## src/rtl/stream_pkg.sv

```systemverilog
`default_nettype none

package stream_pkg;

        // ============================================================
        // Stream word and buffer block geometry
        // ============================================================
        localparam int word_width      = 32;
        localparam int words_per_block = 4;
        localparam int block_width     = word_width * words_per_block;

        typedef logic [word_width-1:0]  word_t;
        typedef logic [block_width-1:0] block_t;

endpackage

`default_nettype wire
```

## src/rtl/cipher_pkg.sv

```systemverilog
`default_nettype none

package cipher_pkg;

        // Flag positions in the frame command word
        localparam int cmd_load_key_bit = 0;

        // Whitening key, one block wide
        typedef logic [stream_pkg::block_width-1:0] key_t;

endpackage

`default_nettype wire

```

## src/rtl/stream_whitener_top.sv

```systemverilog
`timescale 1ns/1ns
`default_nettype none

module stream_whitener_top #(
        parameter int buffer_depth = 16,
        parameter int addr_width   = $clog2(buffer_depth)
) (
        input  wire                    s00_axis_aclk,
        input  wire                    rst_n,
        input  wire stream_pkg::word_t s_tdata,
        input  wire                    s_tvalid,
        input  wire                    s_tlast,
        output logic                   s_tready,
        output stream_pkg::word_t      m_tdata,
        output logic                   m_tvalid,
        output logic                   m_tlast,
        input  wire                    m_tready
);

        logic                  fill_en;
        logic                  start_engine;
        logic                  start_send;
        logic                  frame_stored;
        logic                  done;
        logic                  sent;
        logic [addr_width:0]   block_count;
        logic [addr_width-1:0] pack_addr;
        logic                  pack_wr_en;
        stream_pkg::block_t    pack_data;
        logic                  key_wr_en;
        cipher_pkg::key_t      key_data;
        cipher_pkg::key_t      key;
        logic [addr_width-1:0] in_buf_addr;
        stream_pkg::block_t    in_rd_data;
        logic [addr_width-1:0] engine_in_addr;
        logic [addr_width-1:0] engine_out_addr;
        logic                  engine_wr_en;
        stream_pkg::block_t    engine_data;
        logic [addr_width-1:0] out_buf_addr;
        stream_pkg::block_t    out_rd_data;
        logic [addr_width-1:0] unpack_addr;

        // ============================================================
        // Input side
        // ============================================================
        axis_block_packer #(.addr_width(addr_width)) u_packer (
                .s00_axis_aclk (s00_axis_aclk),
                .rst_n         (rst_n),
                .fill_en       (fill_en),
                .s_tdata       (s_tdata),
                .s_tvalid      (s_tvalid),
                .s_tlast       (s_tlast),
                .s_tready      (s_tready),
                .buf_addr      (pack_addr),
                .buf_wr_en     (pack_wr_en),
                .buf_data      (pack_data),
                .key_wr_en     (key_wr_en),
                .key_data      (key_data),
                .block_count   (block_count),
                .frame_stored  (frame_stored)
        );

        block_ram #(.buffer_depth(buffer_depth), .addr_width(addr_width)) u_in_buf (
                .s00_axis_aclk (s00_axis_aclk),
                .addr          (in_buf_addr),
                .wr_en         (pack_wr_en),
                .wr_data       (pack_data),
                .rd_data       (in_rd_data)
        );

        // ============================================================
        // Key and block engine
        // ============================================================
        cipher_key_regs u_key (
                .s00_axis_aclk (s00_axis_aclk),
                .rst_n         (rst_n),
                .key_wr_en     (key_wr_en),
                .key_data      (key_data),
                .key           (key)
        );

        block_xor_engine #(.addr_width(addr_width)) u_engine (
                .s00_axis_aclk (s00_axis_aclk),
                .rst_n         (rst_n),
                .start         (start_engine),
                .block_count   (block_count),
                .key           (key),
                .in_addr       (engine_in_addr),
                .in_data       (in_rd_data),
                .out_addr      (engine_out_addr),
                .out_wr_en     (engine_wr_en),
                .out_data      (engine_data),
                .done          (done)
        );

        // ============================================================
        // Output side and frame control
        // ============================================================
        block_ram #(.buffer_depth(buffer_depth), .addr_width(addr_width)) u_out_buf (
                .s00_axis_aclk (s00_axis_aclk),
                .addr          (out_buf_addr),
                .wr_en         (engine_wr_en),
                .wr_data       (engine_data),
                .rd_data       (out_rd_data)
        );

        axis_block_unpacker #(.addr_width(addr_width)) u_unpacker (
                .s00_axis_aclk (s00_axis_aclk),
                .rst_n         (rst_n),
                .start         (start_send),
                .block_count   (block_count),
                .buf_addr      (unpack_addr),
                .buf_data      (out_rd_data),
                .m_tdata       (m_tdata),
                .m_tvalid      (m_tvalid),
                .m_tlast       (m_tlast),
                .m_tready      (m_tready),
                .sent          (sent)
        );

        frame_sequencer #(.addr_width(addr_width)) u_seq (
                .s00_axis_aclk   (s00_axis_aclk),
                .rst_n           (rst_n),
                .s_tvalid        (s_tvalid),
                .frame_stored    (frame_stored),
                .done            (done),
                .sent            (sent),
                .fill_en         (fill_en),
                .start_engine    (start_engine),
                .start_send      (start_send),
                .pack_addr       (pack_addr),
                .engine_in_addr  (engine_in_addr),
                .engine_out_addr (engine_out_addr),
                .unpack_addr     (unpack_addr),
                .in_buf_addr     (in_buf_addr),
                .out_buf_addr    (out_buf_addr)
        );

endmodule

`default_nettype wire

```

## src/rtl/frame_sequencer.sv

```systemverilog
`timescale 1ns/1ns
`default_nettype none

module frame_sequencer #(
        parameter int addr_width = 4
) (
        input  wire                   s00_axis_aclk,
        input  wire                   rst_n,
        input  wire                   s_tvalid,
        input  wire                   frame_stored,
        input  wire                   done,
        input  wire                   sent,
        output logic                  fill_en,
        output logic                  start_engine,
        output logic                  start_send,
        input  wire [addr_width-1:0]  pack_addr,
        input  wire [addr_width-1:0]  engine_in_addr,
        input  wire [addr_width-1:0]  engine_out_addr,
        input  wire [addr_width-1:0]  unpack_addr,
        output logic [addr_width-1:0] in_buf_addr,
        output logic [addr_width-1:0] out_buf_addr
);

        typedef enum logic [1:0] {
                st_idle,
                st_fill,
                st_process,
                st_send
        } state_t;

        state_t state;

        // ============================================================
        // Buffer address ownership
        // ============================================================
        assign fill_en      = state == st_fill;
        assign in_buf_addr  = (state == st_process) ? engine_in_addr : pack_addr;
        assign out_buf_addr = (state == st_send) ? unpack_addr : engine_out_addr;

        // ============================================================
        // Frame FSM
        // ============================================================
        always_ff @(posedge s00_axis_aclk or negedge rst_n) begin
                if (!rst_n) begin
                        state        <= st_idle;
                        start_engine <= 1'b0;
                        start_send   <= 1'b0;
                end else begin
                        start_engine <= 1'b0;
                        start_send   <= 1'b0;
                        case (state)
                                st_idle: begin
                                        if (s_tvalid) begin
                                                state <= st_fill;
                                        end
                                end
                                st_fill: begin
                                        if (frame_stored) begin
                                                state        <= st_process;
                                                start_engine <= 1'b1;
                                        end
                                end
                                st_process: begin
                                        if (done) begin
                                                state      <= st_send;
                                                start_send <= 1'b1;
                                        end
                                end
                                default: begin
                                        if (sent) begin
                                                state <= st_idle;
                                        end
                                end
                        endcase
                end
        end

endmodule

`default_nettype wire

```

## src/rtl/axis_block_unpacker.sv

```systemverilog
`timescale 1ns/1ns
`default_nettype none

module axis_block_unpacker #(
        parameter int addr_width = 4
) (
        input  wire                     s00_axis_aclk,
        input  wire                     rst_n,
        input  wire                     start,
        input  wire [addr_width:0]      block_count,
        output logic [addr_width-1:0]   buf_addr,
        input  wire stream_pkg::block_t buf_data,
        output stream_pkg::word_t       m_tdata,
        output logic                    m_tvalid,
        output logic                    m_tlast,
        input  wire                     m_tready,
        output logic                    sent
);

        localparam int keep_w = stream_pkg::block_width - stream_pkg::word_width;
        localparam int cnt_w  = $clog2(stream_pkg::words_per_block);

        logic [addr_width-1:0] next_addr;
        logic [addr_width-1:0] blk_idx;
        logic [cnt_w-1:0]      word_cnt;
        logic                  loading;
        logic                  handshake;
        logic                  last_word;
        stream_pkg::block_t    blk_q;

        // Block 0 is addressed together with the start pulse
        assign buf_addr  = start ? '0 : next_addr;
        assign m_tdata   = blk_q[stream_pkg::block_width-1 -: stream_pkg::word_width];
        assign handshake = m_tvalid && m_tready;
        assign last_word = word_cnt == cnt_w'(stream_pkg::words_per_block - 1);
        assign m_tlast   = m_tvalid && last_word && (({1'b0, blk_idx} + 1'b1) == block_count);

        // Word shifter, reloaded from the prefetched block after word 3
        always_ff @(posedge s00_axis_aclk) begin
                if (loading || (handshake && last_word)) begin
                        blk_q <= buf_data;
                end else if (handshake) begin
                        blk_q <= {blk_q[keep_w-1:0], {stream_pkg::word_width{1'b0}}};
                end
        end

        always_ff @(posedge s00_axis_aclk or negedge rst_n) begin
                if (!rst_n) begin
                        next_addr <= '0;
                        blk_idx   <= '0;
                        word_cnt  <= '0;
                        loading   <= 1'b0;
                        m_tvalid  <= 1'b0;
                        sent      <= 1'b0;
                end else begin
                        sent    <= 1'b0;
                        loading <= 1'b0;
                        if (start) begin
                                next_addr <= addr_width'(1);
                                blk_idx   <= '0;
                                word_cnt  <= '0;
                                loading   <= 1'b1;
                        end else if (loading) begin
                                m_tvalid <= 1'b1;
                        end else if (handshake) begin
                                word_cnt <= word_cnt + 1'b1;
                                if (m_tlast) begin
                                        m_tvalid <= 1'b0;
                                        sent     <= 1'b1;
                                end else if (last_word) begin
                                        // Next block is already on the read port
                                        blk_idx   <= blk_idx + 1'b1;
                                        next_addr <= next_addr + 1'b1;
                                end
                        end
                end
        end

endmodule

`default_nettype wire

```

## src/rtl/block_xor_engine.sv

```systemverilog
`timescale 1ns/1ns
`default_nettype none

module block_xor_engine #(
        parameter int addr_width = 4
) (
        input  wire                     s00_axis_aclk,
        input  wire                     rst_n,
        input  wire                     start,
        input  wire [addr_width:0]      block_count,
        input  wire cipher_pkg::key_t   key,
        output logic [addr_width-1:0]   in_addr,
        input  wire stream_pkg::block_t in_data,
        output logic [addr_width-1:0]   out_addr,
        output logic                    out_wr_en,
        output stream_pkg::block_t      out_data,
        output logic                    done
);

        // Three phases per block, plus one drain cycle at the end
        localparam logic [1:0] ph_addr  = 2'd0;
        localparam logic [1:0] ph_read  = 2'd1;
        localparam logic [1:0] ph_write = 2'd2;
        localparam logic [1:0] ph_drain = 2'd3;

        logic                  busy;
        logic [1:0]            phase;
        logic [addr_width-1:0] idx;
        logic                  last_blk;

        assign in_addr   = idx;
        assign out_addr  = idx;
        assign out_wr_en = busy && (phase == ph_write);
        assign last_blk  = ({1'b0, idx} + 1'b1) == block_count;

        // Whitened block, captured as the buffer read returns
        always_ff @(posedge s00_axis_aclk) begin
                if (busy && phase == ph_read) begin
                        out_data <= in_data ^ key;
                end
        end

        always_ff @(posedge s00_axis_aclk or negedge rst_n) begin
                if (!rst_n) begin
                        busy  <= 1'b0;
                        phase <= ph_addr;
                        idx   <= '0;
                        done  <= 1'b0;
                end else begin
                        done <= 1'b0;
                        if (start) begin
                                busy  <= 1'b1;
                                phase <= ph_addr;
                                idx   <= '0;
                        end else if (busy) begin
                                case (phase)
                                        ph_addr:  phase <= ph_read;
                                        ph_read:  phase <= ph_write;
                                        ph_write: begin
                                                if (last_blk) begin
                                                        phase <= ph_drain;
                                                end else begin
                                                        idx   <= idx + 1'b1;
                                                        phase <= ph_addr;
                                                end
                                        end
                                        default: begin
                                                busy  <= 1'b0;
                                                done  <= 1'b1;
                                                phase <= ph_addr;
                                        end
                                endcase
                        end
                end
        end

endmodule

`default_nettype wire

```

## src/rtl/cipher_key_regs.sv

```systemverilog
`timescale 1ns/1ns
`default_nettype none

module cipher_key_regs (
        input  wire                   s00_axis_aclk,
        input  wire                   rst_n,
        input  wire                   key_wr_en,
        input  wire cipher_pkg::key_t key_data,
        output cipher_pkg::key_t      key
);

        // Key persists across frames, zero until the first load
        always_ff @(posedge s00_axis_aclk or negedge rst_n) begin
                if (!rst_n) begin
                        key <= '0;
                end else if (key_wr_en) begin
                        key <= key_data;
                end
        end

endmodule

`default_nettype wire

```

## src/rtl/axis_block_packer.sv

```systemverilog
`timescale 1ns/1ns
`default_nettype none

module axis_block_packer #(
        parameter int addr_width = 4
) (
        input  wire                     s00_axis_aclk,
        input  wire                     rst_n,
        input  wire                     fill_en,
        input  wire stream_pkg::word_t  s_tdata,
        input  wire                     s_tvalid,
        input  wire                     s_tlast,
        output logic                    s_tready,
        output logic [addr_width-1:0]   buf_addr,
        output logic                    buf_wr_en,
        output stream_pkg::block_t      buf_data,
        output logic                    key_wr_en,
        output cipher_pkg::key_t        key_data,
        output logic [addr_width:0]     block_count,
        output logic                    frame_stored
);

        localparam int keep_w = stream_pkg::block_width - stream_pkg::word_width;
        localparam int cnt_w  = $clog2(stream_pkg::words_per_block);

        logic               have_cmd;
        logic               load_key;
        logic               got_last;
        logic [cnt_w-1:0]   word_cnt;
        logic               accept;
        logic               block_done;
        stream_pkg::block_t shift_q;

        assign s_tready   = fill_en && !got_last;
        assign accept     = s_tvalid && s_tready;
        assign block_done = accept && have_cmd &&
                            (word_cnt == cnt_w'(stream_pkg::words_per_block - 1));

        // Completed block is offered to both the buffer and the key register
        assign buf_data = shift_q;
        assign key_data = shift_q;

        // Payload words enter at the bottom, first word ends up on top
        always_ff @(posedge s00_axis_aclk) begin
                if (accept && have_cmd) begin
                        shift_q <= {shift_q[keep_w-1:0], s_tdata};
                end
        end

        always_ff @(posedge s00_axis_aclk or negedge rst_n) begin
                if (!rst_n) begin
                        have_cmd     <= 1'b0;
                        load_key     <= 1'b0;
                        got_last     <= 1'b0;
                        word_cnt     <= '0;
                        buf_addr     <= '0;
                        buf_wr_en    <= 1'b0;
                        key_wr_en    <= 1'b0;
                        block_count  <= '0;
                        frame_stored <= 1'b0;
                end else begin
                        buf_wr_en    <= 1'b0;
                        key_wr_en    <= 1'b0;
                        frame_stored <= 1'b0;
                        if (!fill_en) begin
                                // Rearm for the next frame
                                have_cmd <= 1'b0;
                                got_last <= 1'b0;
                                word_cnt <= '0;
                        end else if (accept && !have_cmd) begin
                                have_cmd    <= 1'b1;
                                load_key    <= s_tdata[cipher_pkg::cmd_load_key_bit];
                                block_count <= '0;
                        end else if (accept) begin
                                word_cnt <= word_cnt + 1'b1;
                                got_last <= s_tlast;
                                if (block_done) begin
                                        frame_stored <= s_tlast;
                                        if (load_key) begin
                                                // Key block is consumed here and never counted
                                                key_wr_en <= 1'b1;
                                                load_key  <= 1'b0;
                                        end else begin
                                                buf_wr_en   <= 1'b1;
                                                buf_addr    <= block_count[addr_width-1:0];
                                                block_count <= block_count + 1'b1;
                                        end
                                end
                        end
                end
        end

endmodule

`default_nettype wire

```

## src/rtl/block_ram.sv

```systemverilog
`timescale 1ns/1ns
`default_nettype none

module block_ram #(
        parameter int buffer_depth = 16,
        parameter int addr_width   = 4
) (
        input  wire                     s00_axis_aclk,
        input  wire [addr_width-1:0]    addr,
        input  wire                     wr_en,
        input  wire stream_pkg::block_t wr_data,
        output stream_pkg::block_t      rd_data
);

        stream_pkg::block_t mem [buffer_depth];

        // Single port, data appears one cycle after the address
        always_ff @(posedge s00_axis_aclk) begin
                if (wr_en) begin
                        mem[addr] <= wr_data;
                end
                rd_data <= mem[addr];
        end

endmodule

`default_nettype wire

```

## config.mk

```make
export PLATFORM = sky130hd
export DESIGN_NAME = stream_whitener_top
export DESIGN_NICKNAME = d
export VERILOG_FILES = /design/src/rtl/stream_pkg.sv /design/src/rtl/cipher_pkg.sv /design/src/rtl/stream_whitener_top.sv /design/src/rtl/frame_sequencer.sv /design/src/rtl/axis_block_unpacker.sv /design/src/rtl/block_xor_engine.sv /design/src/rtl/cipher_key_regs.sv /design/src/rtl/axis_block_packer.sv /design/src/rtl/block_ram.sv
export SDC_FILE = /design/constraint.sdc
export NUM_CORES = 2
export LEC_CHECK = 0
export BUFFER_PORTS_ARGS = -buffer_cell sky130_fd_sc_hd__buf_2
export CORE_MARGIN = 3
export CORE_UTILIZATION = 60
export DETAILED_ROUTE_END_ITERATION = 7
export PLACE_DENSITY = 0.86
export SLEW_MARGIN = 15
export SYNTH_ARGS = -nofsm -noshare
export SYNTH_HDL_FRONTEND = slang
export SYNTH_SLANG_ARGS = --single-unit
```

## constraint.sdc

```tcl
create_clock -name s00_axis_aclk -period 10.5 [get_ports s00_axis_aclk]
set_input_delay 2.1 -clock s00_axis_aclk [delete_from_list [all_inputs] [get_ports s00_axis_aclk]]
set_output_delay 2.1 -clock s00_axis_aclk [all_outputs]
set_load 0.01 [all_outputs]
```

==> out/results.tsv <==
metric	value	unit
grt_antenna_before_repair	47	
rows	200	
p_total	0.0374	W
ios	72	
fin_hold_ws	0.493	ns
final.fill_count	16300	
h-tree-depth	5	
finalSetupTns	0	ns
cts_made_buffers	449	
synth-edff-count	4480	
worst_setup_path_end_kind	register	
grt_max_degree	154	
final_layout_size_suffix_gt1_frac	0.183	
cp.required	11.30	ns
preCtsSetupSlack	4.77	ns
finClkSkew	0.0844	ns
clk_latency	1.01	ns
slowest_delay	0.93	ns
setup_violations	0	
grt_usage	0.311	
port_buffers	71	
vias	93800	
hpwl	215000	um
cts_hold_buf	0	
worst-setup-path-type	reg2reg	
total_leakage_power	61.7	nW
synth_fp_nets	8617	
regArea	144000	um^2
ys_top_cells_by_area	edfxtp_1 75%, mux4_2 6.4%, mux2i_1 5.8%	
grt_overflow	0	
worstPathCellList	nor2b_1 > mux2_8 > buf_4 > buf_4 > buf_4 > mux2i_1 > o22ai_1 > or4_1	
post_cts_buffers	0	
asyncSetResetFlopFracSynth	0.0347	
crit_buf_inv	3	
synthToLayoutAreaGrowth	10.9	%
arrival	6.83	ns
initial_utilization	0.604	
fin_crit_sh	0.575	
multi_input_area	34100	um^2
critPathTopFamily	buffers and inverters	
crit_slowest_cell	buf_4	
timing.fmax	166	MHz
yosys.cell_types.count	49	
die_area	306000	um^2
period_minus_slack	6.04	ns
cts_resized	0	
cts_sinks	4906	
cpMostUsedCell	buf_4	
die_w	553	um
ys_ff_latch	4906	
path_max_fanout	80	
syn-cell-area	180000	um^2
ys.flop_type	edfxtp_1	
cts.path.max_buffers	4	
layout_commonest_cell	edfxtp_1	
postRouteAntennaNets	0	
layout.nets	8809	
ys_seq_area_frac	0.800	
maxCapViolations	0	
cts.clk_slew.worst_paths	0.07	ns
layout_setup_ws	4.46	ns
root_buffer	clkbuf_16	
min_path_type	reg2reg	
syn_inst	8570	
drt-wirelength-per-cell	36.7	um
power.density	188	nW/um^2
finalHoldViolCount	0	
vdd_drop_max	168	uV
dr.pass1.iters	8	
grt_pass1_wl	686000	um
drt_iter0_drc	15200	
wl	481000	um
slew_headroom	0.157	
rsz0062_at_grt	no	
yosys.area.top_type	edfxtp_1	
synth.top_cell.area_share	0.748	
vias_per_cell	7.16	
drv_slew	0	
outcome	finished, final reports clean	
cts_tree	yes	
crit_path_start_kind	register	
mostFrequentLayoutCells	4480 x edfxtp_1, 1035 x mux2i_1, 513 x o22ai_1	
worstMarginPinSlew	1.26	ns
die_height	553	um
avgSynthCellArea	21.0	um^2
place_congestion	0.804	
fp.coreArea	298000	um^2
grt_pass1_vias	96100	
drc	0	
ff2ff_setup_slack	4.46	ns
ys_warn_count	0	
==> synthesized netlist by cell type, types with 10 or more instances <==
cell / instances
edfxtp_1: 4480
mux2i_1: 1035
o22ai_1: 513
mux4_2: 512
a22oi_1: 257
dfxtp_1: 256
mux2_2: 236
buf_2: 217
clkbuf_1: 174
dfrtp_1: 170
nand2_1: 162
xor2_1: 134
or4_1: 129
nor2_1: 58
nor2b_1: 44
buf_4: 38
buf_1: 34
ha_1: 10
==> cell type report <==
cell class / instances / share of cell area
antenna: 14 / 0.000176
clock buffer: 628 / 0.0627
clock inverter: 214 / 0.0106
inverter: 9 / 0.000169
multi-input combinational: 3186 / 0.171
sequential: 4906 / 0.722
tap: 3939 / 0.0247
timing repair buffer: 210 / 0.00880
==> through the flow <==
stage           util  std cells  area (um^2)
3_5_place_dp   0.621      12300       185000
4_1_cts        0.670      13100       199000
3_3_place_gp   0.621      12200       185000
2_1_floorplan      -       8570       180000
5_1_grt        0.670      13100       199000
6_report       0.670      13100       199000
==> logic make-up (layout without fill, tap and decap cells) <==
kind of cell               Yosys count  count (layout)  share of synthesized area
AOI/OAI and AO/OA                  807             807                     0.0299
muxes                             1783            1783                      0.136
buffers and inverters              478            1061                     0.0125
DFF                               4906            4906                      0.800
and+or+nand+nor                    443             443                     0.0132
xor gates and xnor gates           143             143                    0.00696
other                                0              14                          0
adders and majority gates           10              10                   0.000696
==> registers in the layout (all words and copies together) (netlist names), 4 cells and up <==
| signal | count |
|---|---|
| u_in_buf.mem | 2048 |
| u_key.key | 128 |
| u_unpacker.blk_q | 128 |
| u_packer.buf_addr | 4 |
| u_packer.buf_data | 128 |
| u_out_buf.rd_data | 128 |
| u_unpacker.blk_idx | 4 |
| u_in_buf.rd_data | 128 |
| u_engine.out_data | 128 |
| u_unpacker.next_addr | 4 |
| u_out_buf.mem | 2048 |
| u_packer.block_count | 5 |
| u_engine.in_addr | 4 |
==> path summary, 6_finish.rpt <==
kind,from,end,depth (start not counted)
max,u_seq.start_send$_DFF_PN0_,u_out_buf.rd_data[46]$_DFF_P_,8
min,u_out_buf.rd_data[99]$_DFF_P_,u_unpacker.blk_q[99]$_DFFE_PP_,1
max reg2reg,u_seq.start_send$_DFF_PN0_,u_out_buf.rd_data[46]$_DFF_P_,8
min reg2reg,u_out_buf.rd_data[99]$_DFF_P_,u_unpacker.blk_q[99]$_DFFE_PP_,1
max in group asynchronous,rst_n,u_packer.key_wr_en$_DFF_PN0_,2
min in group asynchronous,rst_n,u_key.key[97]$_DFFE_PN0P_,1
==> routing by layer <==
| metal | up-vias | wire length, um | global-route usage |
|---|---|---|---|
| met5 | - | 306 | 0 |
| met4 | 30 | 26700 | 0.154 |
| met3 | 1811 | 66400 | 0.0858 |
| met2 | 8966 | 232000 | 0.497 |
| met1 | 47600 | 155000 | 0.396 |
| li1 | 35400 | - | - |
==> power breakdown <==
| part | total [W] | internal [W] | switching (W) |
|---|---|---|---|
| logic | 0.0000313 | 0.00000595 | 0.0000253 |
| registers | 0.0210 | 0.0210 | 0 |
| clock network | 0.0164 | 0.00915 | 0.00728 |
Note: power is estimated with default switching activity, not from simulation.
